<file path="src/design/poker_pkg.sv">
package poker_pkg;

    // ####################################################################
    // chip ledger
    // ####################################################################

    localparam int chip_w = 7;

    typedef logic [chip_w-1:0] chip_t;  // wraps modulo 128.

    localparam chip_t start_balance = chip_t'(49);
    localparam chip_t raise_step    = chip_t'(5);

    // ####################################################################
    // game flow
    // ####################################################################

    typedef enum logic [1:0] {
        preflop = 2'd0,
        flop    = 2'd1,
        turn    = 2'd2,
        river   = 2'd3
    } round_t;

    typedef enum logic {
        state_playing = 1'b0,
        state_cashout = 1'b1
    } game_state_t;

    // active low, bit order g f e d c b a.
    function automatic logic [6:0] seg_encode(input logic [3:0] digit);
        logic [6:0] pattern;
        case (digit)
            4'd0:    pattern = 7'b1000000;
            4'd1:    pattern = 7'b1111001;
            4'd2:    pattern = 7'b0100100;
            4'd3:    pattern = 7'b0110000;
            4'd4:    pattern = 7'b0011001;
            4'd5:    pattern = 7'b0010010;
            4'd6:    pattern = 7'b0000010;
            4'd7:    pattern = 7'b1111000;
            4'd8:    pattern = 7'b0000000;
            4'd9:    pattern = 7'b0010000;
            default: pattern = 7'b1111111;  // blank.
        endcase
        return pattern;
    endfunction

endpackage

</file>
<file path="src/design/button_conditioner.sv">
`timescale 1ns/10ps

module button_conditioner #(
    parameter int DEBOUNCE_CYCLES = 500000
) (
    input  logic clk,
    input  logic call_p,
    input  logic raw,
    output logic level,
    output logic pulse
);

    localparam int               cnt_w    = $clog2(DEBOUNCE_CYCLES + 1);
    localparam logic [cnt_w-1:0] cnt_done = cnt_w'(DEBOUNCE_CYCLES);

    logic [1:0]       sync_q;
    logic [cnt_w-1:0] stable_cnt;
    logic             level_q;

    // two flops against metastability.
    always_ff @(posedge clk or posedge call_p) begin
        if (call_p) begin
            sync_q <= '0;
        end else begin
            sync_q <= {sync_q[0], raw};
        end
    end

    // ####################################################################
    // debounce
    // ####################################################################

    always_ff @(posedge clk or posedge call_p) begin
        if (call_p) begin
            stable_cnt <= '0;
            level      <= 1'b0;
        end else if (sync_q[1] == level) begin
            stable_cnt <= '0;  // glitch over, start again.
        end else if (stable_cnt == cnt_done) begin
            level      <= sync_q[1];
            stable_cnt <= '0;
        end else begin
            stable_cnt <= stable_cnt + 1'b1;
        end
    end

    // one clock late, one clock wide.
    always_ff @(posedge clk or posedge call_p) begin
        if (call_p) begin
            level_q <= 1'b0;
            pulse   <= 1'b0;
        end else begin
            level_q <= level;
            pulse   <= level & ~level_q;
        end
    end

endmodule

</file>
<file path="src/design/betting_engine.sv">
`timescale 1ns/10ps

module betting_engine import poker_pkg::*; (
    input  logic  clk,
    input  logic  call_p,
    input  logic  fold,
    input  logic  check_call,
    input  logic  raise,
    input  logic  cashout,
    output chip_t pot,
    output chip_t p1_balance,
    output chip_t p2_balance
);

    game_state_t state;
    game_state_t state_n;
    round_t      round;
    round_t      round_n;
    logic        cur_player;  // 0 is player one.
    logic        cur_player_n;
    logic        hand_odd;
    logic        hand_odd_n;
    chip_t       cur_bet;
    chip_t       cur_bet_n;
    chip_t       p1_bet;
    chip_t       p1_bet_n;
    chip_t       p2_bet;
    chip_t       p2_bet_n;
    chip_t       pot_n;
    chip_t       p1_balance_n;
    chip_t       p2_balance_n;

    logic  dealer;
    chip_t owed;
    chip_t pay;
    logic  close_round;
    logic  end_hand;

    assign dealer = hand_odd;  // player one deals even hands.
    assign owed   = cur_player ? (cur_bet - p2_bet) : (cur_bet - p1_bet);

    // ####################################################################
    // betting rules
    // ####################################################################

    always_comb begin
        state_n      = state;
        round_n      = round;
        cur_player_n = cur_player;
        hand_odd_n   = hand_odd;
        cur_bet_n    = cur_bet;
        p1_bet_n     = p1_bet;
        p2_bet_n     = p2_bet;
        pot_n        = pot;
        p1_balance_n = p1_balance;
        p2_balance_n = p2_balance;
        pay          = '0;
        close_round  = 1'b0;
        end_hand     = 1'b0;

        if (state == state_cashout) begin
            if (!cashout) begin
                // back to a fresh table.
                state_n      = state_playing;
                round_n      = preflop;
                cur_player_n = 1'b0;
                hand_odd_n   = 1'b0;
                cur_bet_n    = '0;
                p1_bet_n     = '0;
                p2_bet_n     = '0;
                pot_n        = '0;
                p1_balance_n = start_balance;
                p2_balance_n = start_balance;
            end
        end else if (cashout && round == preflop) begin
            state_n = state_cashout;
        end else if (fold) begin
            if (cur_player) begin
                p1_balance_n = p1_balance + pot;
            end else begin
                p2_balance_n = p2_balance + pot;
            end
            end_hand = 1'b1;
        end else if (check_call) begin
            if (cur_bet != '0) begin
                pay         = owed;
                close_round = 1'b1;
            end else if (cur_player != dealer) begin
                close_round = 1'b1;
            end else begin
                cur_player_n = ~cur_player;
            end
        end else if (raise) begin
            pay       = owed + raise_step;
            cur_bet_n = cur_bet + raise_step;
            if (cur_player) begin
                p2_bet_n = cur_bet_n;
            end else begin
                p1_bet_n = cur_bet_n;
            end
            cur_player_n = ~cur_player;
        end

        if (cur_player) begin
            p2_balance_n = p2_balance_n - pay;
        end else begin
            p1_balance_n = p1_balance_n - pay;
        end
        pot_n = pot_n + pay;

        if (close_round) begin
            cur_bet_n    = '0;
            p1_bet_n     = '0;
            p2_bet_n     = '0;
            cur_player_n = dealer;
            if (round == river) begin
                p1_balance_n = p1_balance_n + pot_n;  // showdown.
                end_hand     = 1'b1;
            end else begin
                round_n = round_t'(round + 2'd1);
            end
        end

        if (end_hand) begin
            pot_n        = '0;
            cur_bet_n    = '0;
            p1_bet_n     = '0;
            p2_bet_n     = '0;
            hand_odd_n   = ~hand_odd;
            cur_player_n = ~hand_odd;  // new dealer opens.
            round_n      = preflop;
        end
    end

    always_ff @(posedge clk or posedge call_p) begin
        if (call_p) begin
            state      <= state_playing;
            round      <= preflop;
            cur_player <= 1'b0;
            hand_odd   <= 1'b0;
            cur_bet    <= '0;
            p1_bet     <= '0;
            p2_bet     <= '0;
            pot        <= '0;
            p1_balance <= start_balance;
            p2_balance <= start_balance;
        end else begin
            state      <= state_n;
            round      <= round_n;
            cur_player <= cur_player_n;
            hand_odd   <= hand_odd_n;
            cur_bet    <= cur_bet_n;
            p1_bet     <= p1_bet_n;
            p2_bet     <= p2_bet_n;
            pot        <= pot_n;
            p1_balance <= p1_balance_n;
            p2_balance <= p2_balance_n;
        end
    end

endmodule

</file>
<file path="src/design/digit_scanner.sv">
`timescale 1ns/10ps

module digit_scanner import poker_pkg::*; #(
    parameter int DIGITS      = 4,
    parameter int SCAN_CYCLES = 50000,
    parameter bit SEG_INVERT  = 1'b0
) (
    input  logic              clk,
    input  logic              call_p,
    input  chip_t             value,
    output logic [6:0]        seg,
    output logic [DIGITS-1:0] an
);

    localparam int               cnt_w     = $clog2(SCAN_CYCLES + 1);
    localparam int               idx_w     = (DIGITS > 1) ? $clog2(DIGITS) : 1;
    localparam logic [cnt_w-1:0] scan_last = cnt_w'(SCAN_CYCLES - 1);
    localparam logic [idx_w-1:0] idx_last  = idx_w'(DIGITS - 1);
    localparam chip_t            ten       = chip_t'(10);

    logic [cnt_w-1:0] scan_cnt;
    logic [idx_w-1:0] digit_idx;
    chip_t            ones;
    chip_t            tens;
    logic [3:0]       digit;
    logic [6:0]       pattern;

    // ####################################################################
    // scan timing
    // ####################################################################

    always_ff @(posedge clk or posedge call_p) begin
        if (call_p) begin
            scan_cnt  <= '0;
            digit_idx <= '0;
        end else if (scan_cnt == scan_last) begin
            scan_cnt <= '0;
            if (digit_idx == idx_last) begin
                digit_idx <= '0;
            end else begin
                digit_idx <= digit_idx + 1'b1;
            end
        end else begin
            scan_cnt <= scan_cnt + 1'b1;
        end
    end

    // ####################################################################
    // digit select and decode
    // ####################################################################

    assign ones = value % ten;
    assign tens = value / ten;  // above 99 this blanks.

    always_comb begin
        if (digit_idx == '0) begin
            digit = ones[3:0];
        end else if (digit_idx == idx_w'(1)) begin
            digit = tens[3:0];
        end else begin
            digit = 4'd0;  // upper places.
        end
    end

    assign pattern = seg_encode(digit);
    assign seg     = SEG_INVERT ? ~pattern : pattern;

    always_comb begin
        an            = '1;
        an[digit_idx] = 1'b0;  // active low one-hot.
    end

endmodule

</file>
<file path="src/design/poker_top.sv">
`timescale 1ns/10ps

module poker_top import poker_pkg::*; #(
    parameter int DEBOUNCE_CYCLES = 500000,
    parameter int SCAN_CYCLES     = 50000
) (
    input  logic       clk,
    input  logic       call_p,
    input  logic       btn_fold,
    input  logic       btn_check_call,
    input  logic       btn_raise,
    input  logic       sw_cashout,
    output logic [6:0] pot_seg,
    output logic [3:0] pot_an,
    output logic [6:0] p1_seg,
    output logic [1:0] p1_an,
    output logic [6:0] p2_seg,
    output logic [1:0] p2_an
);

    logic  fold_pulse;
    logic  check_call_pulse;
    logic  raise_pulse;
    logic  cashout_level;
    chip_t pot;
    chip_t p1_balance;
    chip_t p2_balance;

    // ####################################################################
    // input conditioning
    // ####################################################################

    button_conditioner #(.DEBOUNCE_CYCLES(DEBOUNCE_CYCLES)) u_fold (
        .clk    (clk),
        .call_p (call_p),
        .raw    (btn_fold),
        .level  (),
        .pulse  (fold_pulse)
    );

    button_conditioner #(.DEBOUNCE_CYCLES(DEBOUNCE_CYCLES)) u_check_call (
        .clk    (clk),
        .call_p (call_p),
        .raw    (btn_check_call),
        .level  (),
        .pulse  (check_call_pulse)
    );

    button_conditioner #(.DEBOUNCE_CYCLES(DEBOUNCE_CYCLES)) u_raise (
        .clk    (clk),
        .call_p (call_p),
        .raw    (btn_raise),
        .level  (),
        .pulse  (raise_pulse)
    );

    // switch, so the level matters here.
    button_conditioner #(.DEBOUNCE_CYCLES(DEBOUNCE_CYCLES)) u_cashout (
        .clk    (clk),
        .call_p (call_p),
        .raw    (sw_cashout),
        .level  (cashout_level),
        .pulse  ()
    );

    betting_engine u_engine (
        .clk        (clk),
        .call_p     (call_p),
        .fold       (fold_pulse),
        .check_call (check_call_pulse),
        .raise      (raise_pulse),
        .cashout    (cashout_level),
        .pot        (pot),
        .p1_balance (p1_balance),
        .p2_balance (p2_balance)
    );

    // ####################################################################
    // displays
    // ####################################################################

    digit_scanner #(.DIGITS(4), .SCAN_CYCLES(SCAN_CYCLES), .SEG_INVERT(1'b0)) u_pot_disp (
        .clk    (clk),
        .call_p (call_p),
        .value  (pot),
        .seg    (pot_seg),
        .an     (pot_an)
    );

    digit_scanner #(.DIGITS(2), .SCAN_CYCLES(SCAN_CYCLES), .SEG_INVERT(1'b1)) u_p1_disp (
        .clk    (clk),
        .call_p (call_p),
        .value  (p1_balance),
        .seg    (p1_seg),
        .an     (p1_an)
    );

    digit_scanner #(.DIGITS(2), .SCAN_CYCLES(SCAN_CYCLES), .SEG_INVERT(1'b1)) u_p2_disp (
        .clk    (clk),
        .call_p (call_p),
        .value  (p2_balance),
        .seg    (p2_seg),
        .an     (p2_an)
    );

endmodule

</file>
<file path="config.mk">
export PLATFORM = sky130hd
export DESIGN_NAME = poker_top
export DESIGN_NICKNAME = d
export VERILOG_FILES = /design/src/design/poker_pkg.sv /design/src/design/button_conditioner.sv /design/src/design/betting_engine.sv /design/src/design/digit_scanner.sv /design/src/design/poker_top.sv
export SDC_FILE = /design/constraint.sdc
export NUM_CORES = 1
export LEC_CHECK = 0
export ABC_AREA = 1
export BUFFER_PORTS_ARGS = -buffer_cell sky130_fd_sc_hd__buf_2
export CAP_MARGIN = 20
export CORE_MARGIN = 5
export CORE_UTILIZATION = 55
export CTS_CLUSTER_DIAMETER = 60
export DETAILED_ROUTE_END_ITERATION = 7
export PLACE_DENSITY = 0.72
export SLEW_MARGIN = 10
export SYNTH_ARGS = -nofsm -noshare
export SYNTH_HDL_FRONTEND = slang
export SYNTH_SLANG_ARGS = --single-unit
</file>
<file path="constraint.sdc">
create_clock -name clk -period 8.2 [get_ports clk]
set_input_delay 0.41 -clock clk [delete_from_list [all_inputs] [get_ports clk]]
set_output_delay 0.41 -clock clk [all_outputs]
set_load 0.1 [all_outputs]
</file>
==> impl_results.md, run 1 <==
- Largest family of logic cells by synthesized area: simple AND/OR/NAND/NOR gates
- R2R setup slack: 3.39 ns
- Antenna violations before repair: 0
- Fmax: 208 MHz
- Cells after Synth: 1694
- Status: finished, final reports clean
- Setup repair bufs after CTS: 0
- CTS buffer count: 17
- Final Hold Fails: 0
- Startpoint Class: flop
- # nets final: 1833
- Worst Hold Class: in -> reg
- Finished Core Util: between 60% and 70%
- Simple-gate portion of the synthesized area: between 20% and 30%
- R2R cell count: 25
- Adder-Cell Fraction of Synth Area: around 9%
- DIE AREA: about 26000 um2
- Layout cell share with drive strength beyond 1: between 8 and 9%
- CTS root buffer: clkbuf_16
- Layout Area Growth over Synthesis: 8.64%
- Final wirelength: 26000 um
- Site row count: 55
- Post-Synth XOR/XNOR Area: under 10%
- Routability congestion estimate: approximately 0.94
- Tcrit/Tclk final: 58.7%
- Clock sink total: 193
- Initial Util: 56.0%
- Worst-Skew Late Latency: about 0.43 ns
- DRC violations left: 0
- Most common cell after layout, fill and taps aside: nand2_1
- Synth Area in Compound Gates: between 10% and 20%
- Area of the core: 22700 um2
- Routed vias: 10600
- Hold path cells: 1
- Total grt overflow: 0
- Register area share after synthesis: 38.0%
- CP endpoint kind: flop
- Crit Path Class: reg -> reg
- # setup viols final: 0
- Async set or reset register ratio after synthesis: 100%
- Power share of the sequential group: between 50% and 60%
- Port-buffer cells: 34
- Sw Pwr: 452 uW
- Setup_tns: 0 ns
- Flop and latch count out of synthesis: ~190
- Die width: roughly 160 um
- Slew Limit Fails: 0
- Num ports: 35
- Synth Area per Inst: between 7 and 8 um2
- Post-CTS resize count: 0
- Relative max-transition margin: between 40 and 50%
- Internal: between 1 and 1.5 mW
- Syn Nets: approximately 1800
- VDD IR max: around 0.13 mV
- CP required: 8.57 ns
- Area of the mapped netlist: roughly 13000 um2
- Max cap viols: 0
- Post-DR vias/cell: around 5.2
- Worst Max-Slew Pin Slew: 0.876 ns
- PwrDens: approximately 130 nW/um2
- Clk network pwr share: 45.0%
- CP Max Fanout: 28
- Main flop type after synthesis: dfrtp_1
- Leakage: 7.06 nW
- CTS Buffer Depth: 2
- Max H-tree Level: 4
- First-pass DRT Iterations: 5
- Area contributors post-synth: dfrtp_1 (37%), nand2_1 (9.3%), inv_1 (8.9%)
- GR Util All Layers: roughly a fifth
- Yosys top cell area share: a little under two fifths
- RSZ-0062 raised after global routing: no
- Cell taking the most area after synthesis: dfrtp_1
- Clock slew at reported path FFs: 0.08 ns
- Worst reg2reg endpoint: u_engine.p1_balance[6]
- Fillers: between 1500 and 2000
- Hold path startpoint: btn_raise
- Detail Placement HPWL: 19800 um
- Synth unique cells: 53
- RR Startpoint: u_engine.cur_player
- Vias in the first global route: ~10000
- Skew final: ~0.012 ns
- Final period demand of the worst path: between 4 and 5 ns
- TritonCTS clock tree: yes
- Worst Hold Endpoint: u_raise.sync_q[0]
- Combinational share of power: approximately 2.3%
- Hold-fix buffer count after cts: 0
- First-pass GRT wire length: 45900 um
- YS warnings: 0
- Antenna viol nets, final: 0
- Die Span Y: between 150 and 200 um
- Largest net degree at the start of global routing: 131
- Initial drt markers: ~800
- Worst path arrival time: around 5.2 ns
- WL/cell: between 10 and 15 um
- Commonest cells after routing, fill and taps aside: nand2_1 (316), inv_1 (302), nor2_1 (192)
- Mux share of post-synthesis cell area: less than 1%
- Switching share of total power: 24.7%
- Diode count: 0
- EDFF count, synth: 0
## Yosys cell counts, types with 8 or more instances
library cell	n
a21oi_1	82
a31oi_1	12
dfrtp_1	187
ha_1	80
inv_1	303
inv_2	8
nand2_1	316
nand2_2	19
nand3_1	106
nand3_2	10
nand3b_1	8
nand4_1	31
nor2_1	192
nor3_1	46
nor3b_1	8
nor4_1	13
o21ai_0	96
o22ai_1	9
xnor2_1	14
xor2_1	49
## flip-flops by register name (all words and copies together), names as in the netlist, 7 cells and up
name                     count
u_pot_disp.scan_cnt         16
u_raise.stable_cnt          19
u_engine.p1_bet              7
u_check_call.stable_cnt     19
u_p2_disp.scan_cnt          16
u_engine.pot                 7
u_engine.p2_balance          7
u_fold.stable_cnt           19
u_engine.cur_bet             7
u_cashout.stable_cnt        19
u_engine.p2_bet              7
u_engine.p1_balance          7
u_p1_disp.scan_cnt          16
## worst max-delay path, cell delays in order (launching register included)
cell and delay (ns):
dfrtp_1 0.35, buf_4 0.30, o21ai_0 0.15, ha_1 0.19, inv_1 0.08, fa_1 0.45
ha_1 0.30, a22oi_1 0.08, nor2_1 0.36, inv_1 0.18, ha_1 0.32, nand3b_1 0.07
and2_1 0.18, xor2_1 0.14, o21ai_0 0.21, ha_1 0.32, a21oi_1 0.16, o21ai_0 0.15
a21oi_1 0.16, inv_1 0.05, a21oi_1 0.15, nand3b_1 0.15, nand2_1 0.06, nor2_1 0.08
nand2_1 0.06, nand2_1 0.06
## logic make-up (layout without fill, tap and decap cells)
logic type               count (synthesis)  count (layout)
AO/OA/AOI/OAI                          239             239
AND/OR/NAND/NOR                        778             778
multiplexers                             9               9
buffers and inverters                  325             384
XOR/XNOR                                63              63
flip-flops                             193             193
adder cells (fa/ha/maj)                 87              87
## stage by stage
| stage | cell area [um2] | worst slack (ns) | hold WS [ns] | power (mW) | std cells |
|---|---|---|---|---|---|
| 6_report | 13800 | 3.39 | 0.0777 | 1.83 | 2038 |
| 5_1_grt | 13800 | 2.91 | 0.0567 | 1.90 | 2038 |
| 4_1_cts | 13800 | 3.37 | 0.0544 | 1.85 | 2038 |
| 3_5_place_dp | 13200 | 3.40 | 0.339 | 1.03 | 2006 |
| 3_3_place_gp | 13200 | 3.51 | 0.333 | 1.03 | 2006 |
| 2_1_floorplan | 12700 | 2.54 | 0.331 | 1.01 | 1694 |
## layer usage
layer,vias to the layer above,share of wire [%],global-route usage (%)
met4,0,1.3,4.88
met5,-,0,0
met3,27,3.1,2.44
met1,4842,49,28.8
li1,5552,-,-
met2,179,47,34.4
## power groups by stage
stage	Clock, mW	Combinational, mW	Sequential (mW)
after floorplan	0	0.0327	0.981
after detailed placement	0	0.0446	0.982
after global placement	0	0.0439	0.981
after global routing	0.886	0.0519	0.964
after CTS	0.842	0.0448	0.963
final	0.823	0.0428	0.963
## worst max-delay path by stage
stage / cells past startpoint / start / slack, ns / end
2_1_floorplan: 1 / call_p / 2.54 / u_cashout.level
3_3_place_gp: 25 / u_engine.cur_player / 3.51 / u_engine.p1_balance[6]
3_5_place_dp: 24 / u_engine.cur_player / 3.40 / u_engine.p1_balance[6]
4_1_cts: 25 / u_engine.cur_player / 3.37 / u_engine.p1_balance[6]
5_1_grt: 25 / u_engine.cur_player / 2.91 / u_engine.p1_balance[6]
6_report: 25 / u_engine.cur_player / 3.39 / u_engine.p1_balance[6]
## final cells by class
cell class / instances / area, um2 / share of cell area (%)
clock buffers: 17 / 425 / 3.08
clock inverters: 15 / 163 / 1.18
flip-flops and latches: 193 / 4840 / 35.0
well taps: 285 / 357 / 2.58
multi-input cells: 1176 / 6650 / 48.1
repair buffers: 37 / 193 / 1.39
inverters: 315 / 1190 / 8.61
Power figures use the tool's default switching activity.
==> inputs of run 2 (changes only) <==
--- a/config.mk
+++ b/config.mk
@@ -12,7 +12,7 @@
 export CORE_UTILIZATION = 55
 export CTS_CLUSTER_DIAMETER = 60
 export DETAILED_ROUTE_END_ITERATION = 7
-export PLACE_DENSITY = 0.72
+export PLACE_DENSITY = 0.74
 export SLEW_MARGIN = 10
 export SYNTH_ARGS = -nofsm -noshare
 export SYNTH_HDL_FRONTEND = slang
==> constraint.sdc (replaced) <==
create_clock -name clk -period 4 [get_ports clk]
set_input_delay 0.2 -clock clk [delete_from_list [all_inputs] [get_ports clk]]
set_output_delay 0.2 -clock clk [all_outputs]
set_load 0.1 [all_outputs]
==> impl_results.md, run 2 (same netlist as run 1, synthesis figures left out) <==
- CP Max Fanout: 7
- Most common cell after layout, fill and taps aside: nand2_1
- Vias in the first global route: ~11000
- Die Span Y: between 150 and 200 um
- Setup WS pre-CTS: -0.251 ns
- Site row count: 55
- Initial drt markers: ~700
- DRC violations left: 0
- Startpoint Class: flop
- Total grt overflow: 0
- CP endpoint kind: flop
- Clock slew at reported path FFs: around 0.08 ns
- Status: complete, but fails checks
- Commonest cells after routing, fill and taps aside: nand2_1 (300), inv_1 (282), nor2_1 (188)
- Final period demand of the worst path: approximately 4.2 ns
- Worst Hold Class: in -> async
- Die width: around 160 um
- Max cap viols: 0
- Layout Area Growth over Synthesis: 19.5%
- Most frequent CP cell: nand2_1
- # setup viols final: 2
- Final wirelength: about 28000 um
- CTS root buffer: clkbuf_16
- Layout cell share with drive strength beyond 1: between 10% and 20%
- GR Util All Layers: 21.4%
- Max stage delay on crit path: between 0.5 and 0.6 ns
- Antenna viol nets, final: 0
- Initial Util: a little under three fifths
- Max H-tree Level: 4
- Skew final: roughly 0.011 ns
- First-pass GRT wire length: around 48000 um
- VDD IR max: around 0.30 mV
- RSZ-0062 raised after global routing: yes
- PwrDens: 249 nW/um2
- Final Hold Fails: 34
- Failing checks: negative hold slack, negative setup slack
- TritonCTS clock tree: yes
- Routability congestion estimate: around 0.86
- CTS Buffer Depth: 2
- First-pass DRT Iterations: 5
- Worst-Skew Late Latency: 0.44 ns
- # nets final: 1921
- DIE AREA: 26300 um2
- Crit Path Class: reg -> reg
- PnR worst setup slack: -0.169 ns
- Post-DR vias/cell: around 5.3
- Tcrit/Tclk final: 104%
- Worst Max-Slew Pin Slew: approximately 0.76 ns
- Clock sink total: 193
- CP required: between 4 and 5 ns
- Hold_ws: -0.0570 ns
- Largest net degree at the start of global routing: between 100 and 150
- Routed vias: 11225
- Relative max-transition margin: 49.2%
- Slew Limit Fails: 0
- Num ports: 35
- WL/cell: 13.4 um
- CTS buffer count: 17
- Fmax: roughly 240 MHz
- Port-buffer cells: 34
- Diode count: 0
- Detail Placement HPWL: 20300 um
- Critical-path top delay cell: fa_2
- Leakage: between 7 and 8 nW
- Area of the core: 22700 um2
- Antenna violations before repair: 0
- Worst path arrival time: roughly 4.5 ns
-- run 2: metal layers --
layer  share of wire, %  GRT usage (%)
met5                  0              0
met4                2.3           5.50
met3                3.3           3.04
met2                 48           36.6
met1                 46           28.9
-- run 2: per-stage QoR --
stage | std cells | instance area [um2] | util (%) | total power, mW | TNS, ns
after floorplan | 1694 | 12800 | - | 2.08 | -0.265
after global placement | 2056 | 13700 | 60.4 | 2.10 | -0.158
after detailed placement | 2056 | 13700 | 60.4 | 2.11 | -0.381
after CTS | 2097 | 14500 | 64.0 | 3.84 | -0.103
after global routing | 2126 | 15200 | 66.9 | 3.94 | -3.84
final | 2126 | 15200 | 66.9 | 3.79 | -0.258
-- run 2: timing repair --
action,4_1_cts,5_1_grt
endpoints found under the setup margin,22,26
hold endpoints to repair,4,0
buffers inserted,5,29
resized for setup,43,119
hold buffers,4,0
cloned,0,0
pin swaps,10,52
-- run 2: final cells by class --
class | count | area, um2
multi-input combinational | 1176 | 7160
inverter | 315 | 1190
clock inverter | 14 | 164
timing repair buffer | 125 | 1050
sequential | 193 | 4840
tap | 285 | 357
clock buffer | 18 | 439
fill | 1779 | 7510
-- run 2: report_power, final --
part | leakage (nW) | total [mW] | switching [mW] | internal [mW]
registers | 2.60 | 1.97 | 0.0101 | 1.96
clock network | 0.294 | 1.72 | 0.862 | 0.863
logic | 4.73 | 0.0924 | 0.0682 | 0.0242
-- run 2: final timing paths --
path	to	cells after the start	slack [ns]	from
hold reg to reg	u_check_call.sync_q[1]	0	0.36	u_check_call.sync_q[0]
setup reg to reg	u_engine.p1_balance[6]	26	-0.17	u_engine.cur_player
hold / removal	u_p1_disp.scan_cnt[8]	3	-0.06	call_p
min in group clk	u_check_call.sync_q[1]	0	0.36	u_check_call.sync_q[0]
max in group asynchronous	u_p2_disp.scan_cnt[5]	3	3.46	call_p
setup / recovery	u_engine.p1_balance[6]	26	-0.17	u_engine.cur_player
-- run 2: critical path: cells and delay by family, from the launching register on --
family	cells	cell delay (ns)
buf+inv	3	0.15
xor+xnor	2	0.33
compound gates	6	0.70
fa+ha+maj	5	1.44
simple gates	10	0.99
flops	1	0.46
==> inputs of run 3 (changes only) <==
--- a/config.mk
+++ b/config.mk
@@ -5,7 +5,7 @@
 export SDC_FILE = /design/constraint.sdc
 export NUM_CORES = 1
 export LEC_CHECK = 0
-export ABC_AREA = 1
+export ABC_AREA = 0
 export BUFFER_PORTS_ARGS = -buffer_cell sky130_fd_sc_hd__buf_2
 export CAP_MARGIN = 20
 export CORE_MARGIN = 5
==> impl_results.md, run 3 <==
- Status: complete, but fails checks
- Failing checks: negative setup slack
- Setup WS pre-CTS: -0.446 ns
- Most frequent CP cell: fa_2
- Leakage: between 7 and 8 nW
- Initial drt markers: around 640
- Fillers: between 1500 and 2000
- Worst setup path end: u_engine.p1_balance[6]
- CTS buffer count: 17
- Setup_tns: -1.01 ns
- Final period demand of the worst path: 4.38 ns
- Register area share after synthesis: a little under two fifths
- Worst-Skew Late Latency: approximately 0.44 ns
- RSZ-0062 raised after global routing: yes
- FF+latch area: between 4000 and 5000 um2
- # setup viols final: 9
- First-pass DRT Iterations: 5
- Diode count: 0
- Tcrit/Tclk final: 109%
- PwrDens: roughly 220 nW/um2
- Final wirelength: 31100 um
- Site row count: 56
- Layout Area Growth over Synthesis: 26.9%
- Post-route cell area: about 17000 um2
- Crit. Startpoint: u_engine.cur_player
- Flop and latch count out of synthesis: roughly 190
- CTS Buffer Depth: 2
- CP Max Fanout: 3
- Switching share of total power: between 20% and 30%
- Area contributors post-synth: dfrtp_1 (36%), ha_1 (7.6%), nor2_1 (5.5%)
- EDFF count, synth: 0
- Area of the mapped netlist: 13100 um2
- Vias in the first global route: around 11000
- Initial Util: a little under three fifths
- Critical path buffers and inverters: 4
- Final Hold Fails: 0
- Post-DR vias/cell: roughly 5.6
- Cell taking the most area after synthesis: dfrtp_1
- Total grt overflow: 0
- Routability congestion estimate: approximately 0.9
- Largest net degree at the start of global routing: 107
- Worst path arrival time: between 4 and 5 ns
- CP delay by family, top: adder cells
- Clock sink total: a little under 200
- Yosys top cell area share: ~36%
- RR Startpoint: u_engine.cur_player
- Worst Max-Slew Pin Slew: around 0.95 ns
- Stages on worst setup path: 21
- Most common cell after layout, fill and taps aside: nor2_1
- CP endpoint kind: flop
- Skew final: 0.0187 ns
- Die width: between 150 and 200 um
- Worst Hold Class: reg -> reg
- Antenna viol nets, final: 0
- Antenna violations before repair: 0
- WL/cell: around 16 um
- Max cap viols: 0
- Fmax: roughly 230 MHz
- Commonest cells after routing, fill and taps aside: nor2_1 (189), dfrtp_1 (182), buf_4 (140)
- R2R setup slack: -0.38 ns
- Area post-placement: ~15000 um2
- Max stage delay on crit path: ~0.45 ns
- Main flop type after synthesis: dfrtp_1
- TritonCTS clock tree: yes
- CTS root buffer: clkbuf_16
- Synth Area per Inst: about 8.9 um2
- DRC violations left: 0
- Layout cell share with drive strength beyond 1: around a quarter
- Most instantiated cells after synthesis: nor2_1 (193), dfrtp_1 (187), nand2_1 (117), xor2_1 (82), ha_1 (80)
- Relative max-transition margin: between 30% and 40%
- Power share of the sequential group: a little over half
- Max H-tree Level: 4
- Port-buffer cells: 34
- Clock slew at reported path FFs: roughly 0.070 ns
- Syn Nets: between 1500 and 2000
- Clk network pwr share: between 40 and 50%
- # nets final: around 1700
- Detail Placement HPWL: ~21000 um
- PnR worst setup slack: -0.380 ns
- Worst reg2reg endpoint: u_engine.p1_balance[6]
- Routed vias: between 10000 and 15000
- R2R cell count: 21
- Async set or reset register ratio after synthesis: 100%
- Cells after Synth: 1479
- Sw Pwr: between 800 and 900 uW
- Crit path cell chain: mux2_4 -> ha_4 -> inv_2 -> fa_2 -> ha_4 -> a22o_1 -> nand2_2 -> inv_4 -> fa_2 -> mux2i_2 -> inv_1 -> fa_2 -> inv_2 -> a21oi_2 -> o21ai_2 -> and2_4 -> o21a_1 -> nor2_1 -> or3_1 -> a21oi_2 -> xor2_1
- Crit Path Class: reg -> reg
- Num ports: 35
- Area of the core: approximately 23000 um2
- Most common cell in the netlist: nor2_1
- Die Span Y: around 160 um
- Critical-path top delay cell: fa_2
- Startpoint Class: flop
- Synth unique cells: 82
- Multi-input logic area: ~9000 um2
- Slew Limit Fails: 0
- First-pass GRT wire length: around 50000 um
- VDD IR max: 0.290 mV
- CP required: 4.36 ns
- DIE AREA: around 27000 um2
- YS warnings: 0
- GR Util All Layers: between 20 and 25%
- Combinational share of power: roughly 2.3%
- Internal: roughly 2.9 mW
run 3: changes by cell type after synthesis, moves of 29 or more:
cell and change:
o21ai_0 -29, xnor2_1 +65, nand2b_1 +32, nand2_1 -199
nand3_1 -30, inv_1 -228, xor2_1 +33
run 3: area by class of cell:
cell class | instances | share of cell area [%]
multi-input cells | 1154 | 52.7
flip-flops and latches | 193 | 29.1
repair buffers | 192 | 10.5
clock buffers | 20 | 2.81
well taps | 319 | 2.40
inverters | 76 | 1.75
clock inverters | 12 | 0.700
run 3: power by group through the flow:
stage	clock, mW	combinational, mW	sequential, mW
finish	1.67	0.0867	1.98
global route	1.78	0.103	1.98
CTS	1.71	0.0908	1.98
detailed placement	0	0.0866	2.01
global placement	0	0.0840	2.01
floorplan	0	0.0626	2.01
run 3: cell families (layout without fill, tap and decap cells):
family / count (synthesis) / after routing / synth area share, %
and+or+nand+nor: 588 / 588 / 22.1
AOI/OAI and AO/OA: 266 / 266 / 13.2
DFF: 193 / 193 / 36.9
xor gates and xnor gates: 163 / 163 / 11.0
buffers and inverters: 132 / 300 / 4.05
adders and majority gates: 89 / 89 / 8.87
muxes: 48 / 48 / 3.95
run 3: worst register-to-register path, cell delays in order, from the launching register on:
cell     delay (ns)
dfrtp_1        0.41
mux2_4         0.32
ha_4           0.16
inv_2          0.05
fa_2           0.45
ha_4           0.28
a22o_1         0.12
nand2_2        0.09
inv_4          0.09
fa_2           0.44
mux2i_2        0.20
inv_1          0.09
fa_2           0.35
inv_2          0.06
a21oi_2        0.06
o21ai_2        0.19
and2_4         0.18
o21a_1         0.11
nor2_1         0.05
or3_1          0.32
a21oi_2        0.14
xor2_1         0.15
run 3: worst min path at each step:
stage	start	to	slack, ns	depth (start not counted)
after global placement	sw_cashout	u_cashout.sync_q[0]	0.31	1
after floorplan	sw_cashout	u_cashout.sync_q[0]	0.23	0
after detailed placement	btn_check_call	u_check_call.sync_q[0]	0.31	1
after CTS	u_fold.sync_q[0]	u_fold.sync_q[1]	0.35	0
after global routing	u_fold.sync_q[0]	u_fold.sync_q[1]	0.36	0
final	u_fold.sync_q[0]	u_fold.sync_q[1]	0.35	0
run 3: metal layers:
metal,part of all wire (%),global-route usage [%],up-vias
li1,-,-,5411
met1,44,29.2,5402
met2,50,39.8,241
met3,3.6,2.94,53
met4,2.4,6.05,0
met5,0,0,-
run 3: what timing repair did:
| item | CTS | global route |
|---|---|---|
| hold buffers | 5 | 0 |
| setup buffers | 19 | 21 |
| pin swaps | 27 | 58 |
| endpoints found under the setup margin | 23 | 27 |
| hold endpoints to repair | 33 | 0 |
| gates resized for setup | 42 | 110 |
run 3: per-stage QoR:
step           utilization (%)  cells  hold WS (ns)  power (mW)
2_1_floorplan                -   1479         0.231        2.08
3_3_place_gp              63.8   1889         0.308        2.10
5_1_grt                   70.9   1966         0.364        3.86
3_5_place_dp              63.8   1889         0.309        2.10
4_1_cts                   67.8   1945         0.354        3.78
6_report                  70.9   1966         0.353        3.73
